`src/verilog/cube_pkg.sv`:
```
package cube_pkg;

    // one sticker holds a colour index 0..5
    localparam int sticker_w = 3;

    localparam int num_faces = 6;
    localparam int num_stickers = 54;

    // stickers 0..47 take part in turns, 48..53 are the centres
    localparam int num_moving = 48;

    typedef logic [sticker_w-1:0] sticker_t;

    // sticker i sits at bits 3i+2 down to 3i
    typedef logic [sticker_w*num_stickers-1:0] cube_state_t;

    localparam int move_w = 4;

    typedef logic [move_w-1:0] move_t;

    // even codes turn clockwise, the next odd code is the inverse
    localparam move_t mv_r = 4'd2;
    localparam move_t mv_ri = 4'd3;
    localparam move_t mv_u = 4'd4;
    localparam move_t mv_ui = 4'd5;
    localparam move_t mv_f = 4'd6;
    localparam move_t mv_fi = 4'd7;
    localparam move_t mv_l = 4'd8;
    localparam move_t mv_li = 4'd9;
    localparam move_t mv_b = 4'd10;
    localparam move_t mv_bi = 4'd11;
    localparam move_t mv_d = 4'd12;
    localparam move_t mv_di = 4'd13;

endpackage

```
`src/verilog/cube_apb_pkg.sv`:
```
package cube_apb_pkg;

    localparam int apb_addr_w = 12;
    localparam int apb_data_w = 32;

    typedef logic [apb_addr_w-1:0] apb_addr_t;
    typedef logic [apb_data_w-1:0] apb_data_t;

    // every register takes one 32-bit word
    localparam apb_addr_t reg_stride = 12'h004;

    localparam apb_addr_t addr_ctrl = 12'h000;
    localparam apb_addr_t addr_status = 12'h004;
    localparam apb_addr_t addr_len = 12'h008;
    localparam apb_addr_t addr_sticker_base = 12'h100;
    localparam apb_addr_t addr_move_base = 12'h200;

    // control, write-only
    localparam int ctrl_start = 0;

    // status, read-only
    localparam int stat_busy = 0;
    localparam int stat_done = 1;

    // width of the length field
    localparam int len_w = 6;

endpackage

```
`src/verilog/cube_turn.sv`:
```
`timescale 1ns/100ps

module cube_turn (
    input  cube_pkg::move_t       move,
    input  cube_pkg::cube_state_t cube_in,
    output cube_pkg::cube_state_t cube_out
);
    import cube_pkg::*;

    localparam int num_cycles = 5;
    localparam int cyc_len = 4;

    // per face, in order R U F L B D: two corner cycles and one edge cycle
    // off the face, then the face corners and the face edges
    // a clockwise turn carries sticker cycles[f][c][j] to cycles[f][c][j+1]
    localparam int cycles [num_faces][num_cycles][cyc_len] = '{
        '{
            '{10,  2, 18, 22},
            '{11,  3, 19, 23},
            '{32, 27, 42, 47},
            '{13, 12, 15, 14},
            '{37, 36, 39, 38}
        },
        '{
            '{13,  8,  7, 18},
            '{12, 11,  6, 17},
            '{36, 35, 30, 43},
            '{ 1,  0,  3,  2},
            '{26, 25, 24, 27}
        },
        '{
            '{ 1, 13, 23,  5},
            '{ 2, 14, 20,  6},
            '{29, 26, 37, 46},
            '{ 8, 11, 10,  9},
            '{34, 35, 32, 33}
        },
        '{
            '{16,  0,  8, 20},
            '{17,  1,  9, 21},
            '{25, 34, 45, 40},
            '{ 4,  7,  6,  5},
            '{28, 31, 30, 29}
        },
        '{
            '{12,  0,  4, 22},
            '{15,  3,  7, 21},
            '{39, 24, 31, 44},
            '{19, 18, 17, 16},
            '{41, 42, 43, 40}
        },
        '{
            '{ 4,  9, 14, 19},
            '{ 5, 10, 15, 16},
            '{28, 33, 38, 41},
            '{21, 20, 23, 22},
            '{45, 46, 47, 44}
        }
    };

    logic       valid;
    logic       inverse;
    logic [2:0] face;
    sticker_t   st_in [num_moving];
    sticker_t   st_out [num_moving];

    always_comb begin
        valid = 1'b1;
        face  = 3'd0;
        case (move)
            mv_r, mv_ri: face = 3'd0;
            mv_u, mv_ui: face = 3'd1;
            mv_f, mv_fi: face = 3'd2;
            mv_l, mv_li: face = 3'd3;
            mv_b, mv_bi: face = 3'd4;
            mv_d, mv_di: face = 3'd5;
            default: valid = 1'b0;
        endcase
    end

    // odd codes run the cycles backwards
    assign inverse = move[0];

    for (genvar i = 0; i < num_moving; i++) begin : g_unpack
        assign st_in[i] = cube_in[sticker_w*i +: sticker_w];
        assign cube_out[sticker_w*i +: sticker_w] = st_out[i];
    end

    always_comb begin
        for (int i = 0; i < num_moving; i++) begin
            st_out[i] = st_in[i];
        end
        for (int f = 0; f < num_faces; f++) begin
            if (valid && face == 3'(f)) begin
                for (int c = 0; c < num_cycles; c++) begin
                    for (int j = 0; j < cyc_len; j++) begin
                        if (inverse) begin
                            st_out[cycles[f][c][j]] = st_in[cycles[f][c][(j + 1) % cyc_len]];
                        end else begin
                            st_out[cycles[f][c][(j + 1) % cyc_len]] = st_in[cycles[f][c][j]];
                        end
                    end
                end
            end
        end
    end

    // centres never move
    assign cube_out[$bits(cube_state_t)-1:sticker_w*num_moving] =
        cube_in[$bits(cube_state_t)-1:sticker_w*num_moving];

endmodule

```
`src/verilog/cube_move_seq.sv`:
```
`timescale 1ns/100ps

module cube_move_seq #(
    parameter  int MAX_MOVES = 50,
    localparam int idx_w     = $clog2(MAX_MOVES + 1)
) (
    input  logic                  clock,
    input  logic                  arst_n,
    input  logic                  start,
    input  cube_pkg::cube_state_t cube_in,
    input  logic [idx_w-1:0]      move_len,
    input  cube_pkg::move_t       move_code,
    output logic                  busy,
    output logic                  done,
    output logic [idx_w-1:0]      move_idx,
    output cube_pkg::cube_state_t cube_out
);
    import cube_pkg::*;

    typedef enum logic [1:0] {
        st_idle,
        st_turning,
        st_finish
    } seq_state_t;

    seq_state_t  state;
    cube_state_t work;
    cube_state_t turned;
    logic        step;

    cube_turn u_turn (
        .move     (move_code),
        .cube_in  (work),
        .cube_out (turned)
    );

    // one quarter turn per cycle until move_idx reaches the length
    assign step = (state == st_turning) && (move_idx != move_len);

    always_ff @(posedge clock or negedge arst_n) begin
        if (!arst_n) begin
            state    <= st_idle;
            move_idx <= '0;
        end else if (start) begin
            state    <= st_turning;
            move_idx <= '0;
        end else begin
            case (state)
                st_turning: begin
                    if (step) begin
                        move_idx <= move_idx + 1'b1;
                    end else begin
                        state <= st_finish;
                    end
                end
                st_finish: begin
                    state <= st_idle;
                end
                default: begin
                    state <= st_idle;
                end
            endcase
        end
    end

    always_ff @(posedge clock) begin
        if (start) begin
            work <= cube_in;
        end else if (step) begin
            work <= turned;
        end
    end

    assign busy     = (state != st_idle);
    assign done     = (state == st_finish);
    assign cube_out = work;

    // length register is write-locked while busy, so the bound holds
    a_idx_bound: assert property (@(posedge clock) disable iff (!arst_n)
        busy |-> move_idx <= move_len);

    // the sequencer is idle right after write-back
    a_done_pulse: assert property (@(posedge clock) disable iff (!arst_n)
        done |=> !done && !busy);

endmodule

```
`src/verilog/cube_regs.sv`:
```
`timescale 1ns/100ps

module cube_regs #(
    parameter  int MAX_MOVES = 50,
    localparam int idx_w     = $clog2(MAX_MOVES + 1)
) (
    input  logic                    clock,
    input  logic                    arst_n,
    input  cube_apb_pkg::apb_addr_t paddr,
    input  logic                    psel,
    input  logic                    penable,
    input  logic                    pwrite,
    input  cube_apb_pkg::apb_data_t pwdata,
    output cube_apb_pkg::apb_data_t prdata,
    output logic                    pready,
    output logic                    pslverr,
    input  logic                    busy,
    input  logic                    done,
    input  logic [idx_w-1:0]        move_idx,
    input  cube_pkg::cube_state_t   cube_out,
    output logic                    start,
    output cube_pkg::cube_state_t   cube_in,
    output logic [idx_w-1:0]        move_len,
    output cube_pkg::move_t         move_code
);
    import cube_pkg::*;
    import cube_apb_pkg::*;

    localparam int st_idx_w = $clog2(num_stickers);

    sticker_t            stickers [num_stickers];
    move_t               moves [MAX_MOVES];
    logic [idx_w-1:0]    len_q;
    logic                done_q;

    logic                access;
    logic                wr_ok;
    apb_addr_t           sticker_off;
    apb_addr_t           move_off;
    logic [st_idx_w-1:0] sticker_sel;
    logic [idx_w-1:0]    move_sel;
    logic                hit_ctrl;
    logic                hit_status;
    logic                hit_len;
    logic                hit_sticker;
    logic                hit_move;
    logic                hit_guarded;
    logic                hit_any;
    logic [len_w-1:0]    len_wr;
    logic [idx_w-1:0]    len_clip;

    assign access = psel && penable;

    // address decode, arrays are word aligned from their base
    assign sticker_off = paddr - addr_sticker_base;
    assign move_off    = paddr - addr_move_base;
    assign sticker_sel = st_idx_w'(sticker_off / reg_stride);
    assign move_sel    = idx_w'(move_off / reg_stride);

    assign hit_ctrl    = (paddr == addr_ctrl);
    assign hit_status  = (paddr == addr_status);
    assign hit_len     = (paddr == addr_len);
    assign hit_sticker = (sticker_off < apb_addr_t'(num_stickers) * reg_stride)
                         && ((sticker_off % reg_stride) == '0);
    assign hit_move    = (move_off < apb_addr_t'(MAX_MOVES) * reg_stride)
                         && ((move_off % reg_stride) == '0);

    // everything but status is locked while a job runs
    assign hit_guarded = hit_ctrl || hit_len || hit_sticker || hit_move;
    assign hit_any     = hit_guarded || hit_status;

    assign pready  = 1'b1;
    assign pslverr = access && (!hit_any || (pwrite && busy && hit_guarded));
    assign wr_ok   = access && pwrite && hit_guarded && !busy;
    assign start   = wr_ok && hit_ctrl && pwdata[ctrl_start];

    assign len_wr   = pwdata[len_w-1:0];
    assign len_clip = (len_wr > len_w'(MAX_MOVES)) ? idx_w'(MAX_MOVES) : idx_w'(len_wr);

    always_comb begin
        prdata = '0;
        if (hit_status) begin
            prdata[stat_busy] = busy;
            prdata[stat_done] = done_q;
        end else if (hit_len) begin
            prdata = apb_data_t'(len_q);
        end else if (hit_sticker) begin
            prdata = apb_data_t'(stickers[sticker_sel]);
        end else if (hit_move) begin
            prdata = apb_data_t'(moves[move_sel]);
        end
    end

    always_ff @(posedge clock or negedge arst_n) begin
        if (!arst_n) begin
            for (int i = 0; i < num_stickers; i++) begin
                stickers[i] <= '0;
            end
            for (int j = 0; j < MAX_MOVES; j++) begin
                moves[j] <= '0;
            end
            len_q  <= '0;
            done_q <= 1'b0;
        end else if (done) begin
            // turned cube comes back into the sticker registers
            for (int i = 0; i < num_stickers; i++) begin
                stickers[i] <= cube_out[sticker_w*i +: sticker_w];
            end
            done_q <= 1'b1;
        end else if (wr_ok) begin
            if (hit_sticker) begin
                stickers[sticker_sel] <= pwdata[sticker_w-1:0];
            end
            if (hit_move) begin
                moves[move_sel] <= pwdata[move_w-1:0];
            end
            if (hit_len) begin
                len_q <= len_clip;
            end
            if (start) begin
                done_q <= 1'b0;
            end
        end
    end

    for (genvar i = 0; i < num_stickers; i++) begin : g_cube_in
        assign cube_in[sticker_w*i +: sticker_w] = stickers[i];
    end

    assign move_len = len_q;

    // the sequencer looks one past the last move when it stops
    assign move_code = (move_idx < idx_w'(MAX_MOVES)) ? moves[move_idx] : '0;

    // an access phase always follows the setup phase of its transfer
    a_pslverr_access: assert property (@(posedge clock) disable iff (!arst_n)
        pslverr |-> psel && penable && $past(psel && !penable));

    // an accepted start is always picked up by the sequencer
    a_start_idle: assert property (@(posedge clock) disable iff (!arst_n)
        start |-> !busy ##1 busy);

endmodule

```
`src/verilog/cube_top.sv`:
```
`timescale 1ns/100ps

module cube_top #(
    parameter  int MAX_MOVES = 50,
    localparam int idx_w     = $clog2(MAX_MOVES + 1)
) (
    input  logic                    clock,
    input  logic                    arst_n,
    input  cube_apb_pkg::apb_addr_t paddr,
    input  logic                    psel,
    input  logic                    penable,
    input  logic                    pwrite,
    input  cube_apb_pkg::apb_data_t pwdata,
    output cube_apb_pkg::apb_data_t prdata,
    output logic                    pready,
    output logic                    pslverr
);
    import cube_pkg::*;

    logic             start;
    logic             busy;
    logic             done;
    cube_state_t      cube_in;
    cube_state_t      cube_out;
    logic [idx_w-1:0] move_len;
    logic [idx_w-1:0] move_idx;
    move_t            move_code;

    cube_regs #(
        .MAX_MOVES (MAX_MOVES)
    ) u_regs (
        .clock     (clock),
        .arst_n    (arst_n),
        .paddr     (paddr),
        .psel      (psel),
        .penable   (penable),
        .pwrite    (pwrite),
        .pwdata    (pwdata),
        .prdata    (prdata),
        .pready    (pready),
        .pslverr   (pslverr),
        .busy      (busy),
        .done      (done),
        .move_idx  (move_idx),
        .cube_out  (cube_out),
        .start     (start),
        .cube_in   (cube_in),
        .move_len  (move_len),
        .move_code (move_code)
    );

    cube_move_seq #(
        .MAX_MOVES (MAX_MOVES)
    ) u_seq (
        .clock     (clock),
        .arst_n    (arst_n),
        .start     (start),
        .cube_in   (cube_in),
        .move_len  (move_len),
        .move_code (move_code),
        .busy      (busy),
        .done      (done),
        .move_idx  (move_idx),
        .cube_out  (cube_out)
    );

endmodule

```
`config.mk`:
```
export PLATFORM = sky130hd
export DESIGN_NAME = cube_top
export DESIGN_NICKNAME = d
export VERILOG_FILES = /design/src/verilog/cube_pkg.sv /design/src/verilog/cube_apb_pkg.sv /design/src/verilog/cube_turn.sv /design/src/verilog/cube_move_seq.sv /design/src/verilog/cube_regs.sv /design/src/verilog/cube_top.sv
export SDC_FILE = /design/constraint.sdc
export NUM_CORES = 1
export LEC_CHECK = 0
export ABC_AREA = 0
export BUFFER_PORTS_ARGS = -buffer_cell sky130_fd_sc_hd__buf_2
export CORE_AREA = 3 3 338 340
export CTS_CLUSTER_SIZE = 16
export DETAILED_ROUTE_END_ITERATION = 6
export DIE_AREA = 0 0 341 343
export PLACE_DENSITY = 0.51
export SLEW_MARGIN = 10
export SYNTH_ARGS = -nofsm -noshare
export SYNTH_HDL_FRONTEND = slang
export SYNTH_SLANG_ARGS = --single-unit
```
`constraint.sdc`:
```
create_clock -name clock -period 6.85 [get_ports clock]
set_clock_uncertainty 0.2 [all_clocks]
set_input_delay 2.055 -clock clock [delete_from_list [all_inputs] [get_ports clock]]
set_output_delay 2.055 -clock clock [all_outputs]
set_load 0.02 [all_outputs]
```
==> flow_summary.yaml <==
timing:
  timing.final.ws_setup_ps: -25.9
  tightest_slew_ps: 1170
  setup-violations-final: 1
  relSlewSlack_pct: 21.8
  rsz0062_at_grt: "true"
  period_share_pct: 100
  hold_viol: 0
  layout_min_cycle_time_ps: 6880
  drv_slew: 0
  fmax_mhz: 145
worst_setup_path:
  reg2reg_depth: 10
  cp_slowest_stage_delay_ps: 570
  critPathKind: "in2out"
  crit_fanout: 8
  worstSetupStartpointType: "input pin"
  cp_common_cell: "mux4_2"
  rr_endpoint: "u_seq.cube_out[88]"
  worstPathCellList: "buf_12, buf_12, buf_4, mux4_2, mux4_2, mux4_2, o22ai_1, a31oi_1, buf_4"
  crit_arrival_ps: 4620
  required_ps: 4600
  r2r_start: "u_seq.move_idx[1]"
  crit_path_top_delay_cell: "mux4_2"
  path_delay_family: "multiplexers"
  reg2reg_slack_ps: 1610
  critPathBufInv: 4
  worstSetupEndpointType: "output port"
floorplan:
  boundaryPins: 83
  rows: 123
  die_w_um: 341
  core_area_um2: 112000
  fp.dieH_um: 343
  dieArea_um2: 117000
  start_util_pct: 29.8
global_route:
  grt_usage_pct: 21.6
  grt_max_degree: 173
  overflow: 0
  first_global_vias: 25800
  grt_pass1_wl_um: 189000
  antenna_found_initial: 0
clock_network:
  htree_levels: 3
  clk_path_buf_depth: 3
  clock_latency_ps: 640
  cts_tree: "built"
  cts_sinks: 539
  numCtsBuffers: 68
  path_clk_slew_ps: 60
  clockRootBuffer: "clkbuf_16"
outcome:
  violations: "negative setup slack"
  status: "complete, but fails checks"
hold_path:
  min_to: "u_regs.cube_in[157]"
  worstHoldPathType: "reg2reg"
  min_from: "u_seq.cube_out[157]"
  hold-path-cell-count: 2
routing:
  firstDrtPassIters: 6
  drtAntennaViolNets: 0
  drt_iter0_drc: 3444
  wl_met1_um: 56400
  vias: 26400
  wl_per_cell_um: 28.2
  vias_per_cell: 5.79
  highest_layer: "met4"
  drc: 0
  wl_met3_um: 11200
  routed_wl_um: 129000
  routed-wl-met2_um: 56700
synth:
  netlist-cell-type-count: 86
  synth_area_leaders: "dfrtp_1 (28%), edfxtp_1 (15%), mux2i_1 (11%)"
  syn_area_um2: 33300
  yosysSeqAreaShare_pct: 42.9
  syn-instance-count: 3031
  synth_top_area_share_pct: 28.3
  syn_area_per_cell_um2: 11.0
  synth-edff-count: 162
  synth.most_common_cell: "nand2_1"
  yosys.area.top_type: "dfrtp_1"
  netlist_top_cells_count: "nand2_1 (463), dfrtp_1 (377), mux2i_1 (362)"
  ys_warn_count: 0
  ys.flop_type: "dfrtp_1"
  ys_seq_elements: 539
  synthArstFlopShare_pct: 69.9
power_and_ir_drop:
  peakVddDrop_mv: 0.160
  leakagePower_nw: 15.7
  power_density_nw_per_um2: 200
placement:
  postPlaceCellArea_um2: 35500
  portBuffers: 29
  dp_hpwl_um: 87600
  gp_congestion: 0.921
  place_ws_ps: -68.5
final_layout:
  postLayoutCellArea_um2: 37800
  final_nets: 3063
  drive_above_1_share_pct: 23.2
  area_growth_pct: 13.4
  num_antenna_cells: 0
run:
  max-cap-violations: 0
[what timing repair did]
item | CTS | global route
cloned | 1 | 0
hold endpoints to repair | 0 | 0
endpoints found under the setup margin | 4 | 2
gates resized for setup | 6 | 2
hold buffers | 0 | 0
buffers inserted | 2 | 0
[state kept, by name, summed over array words and instances, names as in the netlist]
name,count
u_seq.state,2
u_regs.done_q,1
u_regs.moves,200
u_seq.cube_out,162
u_regs.cube_in,162
u_regs.move_len,6
u_seq.move_idx,6
[tightest hold or removal path: cells and delay by family, from the launching register on]
| kind | cells | cell delay [ps] |
|---|---|---|
| and+or+nand+nor | 1 | 40 |
| DFF | 1 | 320 |
| AOI/OAI and AO/OA | 1 | 60 |
[worst max-delay path by stage]
stage                     cells after the start        end  slack, ps      from
after CTS                                    11  prdata[1]         30  paddr[2]
after global placement                        8  prdata[0]        -70  paddr[3]
after global routing                         11  prdata[1]        -10  paddr[2]
final                                         9  prdata[2]        -30  paddr[2]
after floorplan                               8  prdata[3]         30  paddr[2]
after detailed placement                      9  prdata[2]        -70  paddr[2]
[power breakdown]
group	switching, W	total, W	internal, W
Combinational	0.000345	0.000539	0.000194
Clock	0.00151	0.00365	0.00214
Sequential	0.0000368	0.00337	0.00333
[layer usage]
layer | vias up | global-route usage, %
li1 | 11300 | -
met5 | - | 0
met2 | 1364 | 32.8
met1 | 13600 | 30.7
met4 | 0 | 7.72
met3 | 235 | 4.35
[final cells by class]
| type | count | area [um2] |
|---|---|---|
| repair buffers | 172 | 1590 |
| clock inverters | 22 | 194 |
| multi-input cells | 2218 | 17700 |
| fillers | 11300 | 74100 |
| clock buffers | 104 | 2030 |
| inverters | 12 | 45.0 |
| well taps | 1500 | 1880 |
| flip-flops and latches | 539 | 14300 |
[through the flow]
| stage | power (W) | hold slack, ps | setup TNS (ps) | utilization [%] | std cells |
|---|---|---|---|---|---|
| 2_1_floorplan | 0.00373 | 226 | 0 | - | 3056 |
| 3_3_place_gp | 0.00395 | 229 | -190 | 31.7 | 4438 |
| 3_5_place_dp | 0.00396 | 234 | -199 | 31.7 | 4438 |
| 4_1_cts | 0.00761 | 253 | 0 | 33.7 | 4567 |
| 5_1_grt | 0.00778 | 277 | -13.6 | 33.7 | 4567 |
| 6_report | 0.00756 | 250 | -25.9 | 33.7 | 4567 |
[cells in the final DEF (no fill, tap or decap), types with 13 or more instances in the layout]
| master | n |
|---|---|
| mux4_1 | 17 |
| clkbuf_1 | 23 |
| o31a_1 | 19 |
| dfrtp_1 | 375 |
| and2_1 | 22 |
| clkbuf_16 | 74 |
| edfxtp_1 | 162 |
| buf_2 | 22 |
| nor3_1 | 19 |
| nor2_1 | 141 |
| nand3_1 | 47 |
| a31oi_1 | 34 |
| buf_4 | 121 |
| a21oi_1 | 129 |
| o21ai_1 | 13 |
| nand4_1 | 15 |
| o221ai_1 | 27 |
| a2bb2oi_1 | 19 |
| buf_12 | 26 |
| nand2_1 | 462 |
| conb_1 | 27 |
| o22ai_1 | 26 |
| mux4_2 | 138 |
| mux2i_1 | 362 |
| mux2_2 | 255 |
| o21ai_0 | 216 |
| a22o_1 | 20 |
[kinds of logic (layout without fill, tap and decap cells)]
group / count (synthesis) / count (layout) / share of synthesized area (%)
flip-flops: 539 / 539 / 42.9
buffers and inverters: 299 / 310 / 4.38
AO/OA/AOI/OAI: 627 / 627 / 12.1
XOR/XNOR: 13 / 13 / 0.342
AND/OR/NAND/NOR: 775 / 775 / 9.92
multiplexers: 773 / 773 / 30.2
adder cells (fa/ha/maj): 3 / 3 / 0.113
other: 2 / 27 / 0.0226
No activity file was read; power rests on OpenSTA's default activity.
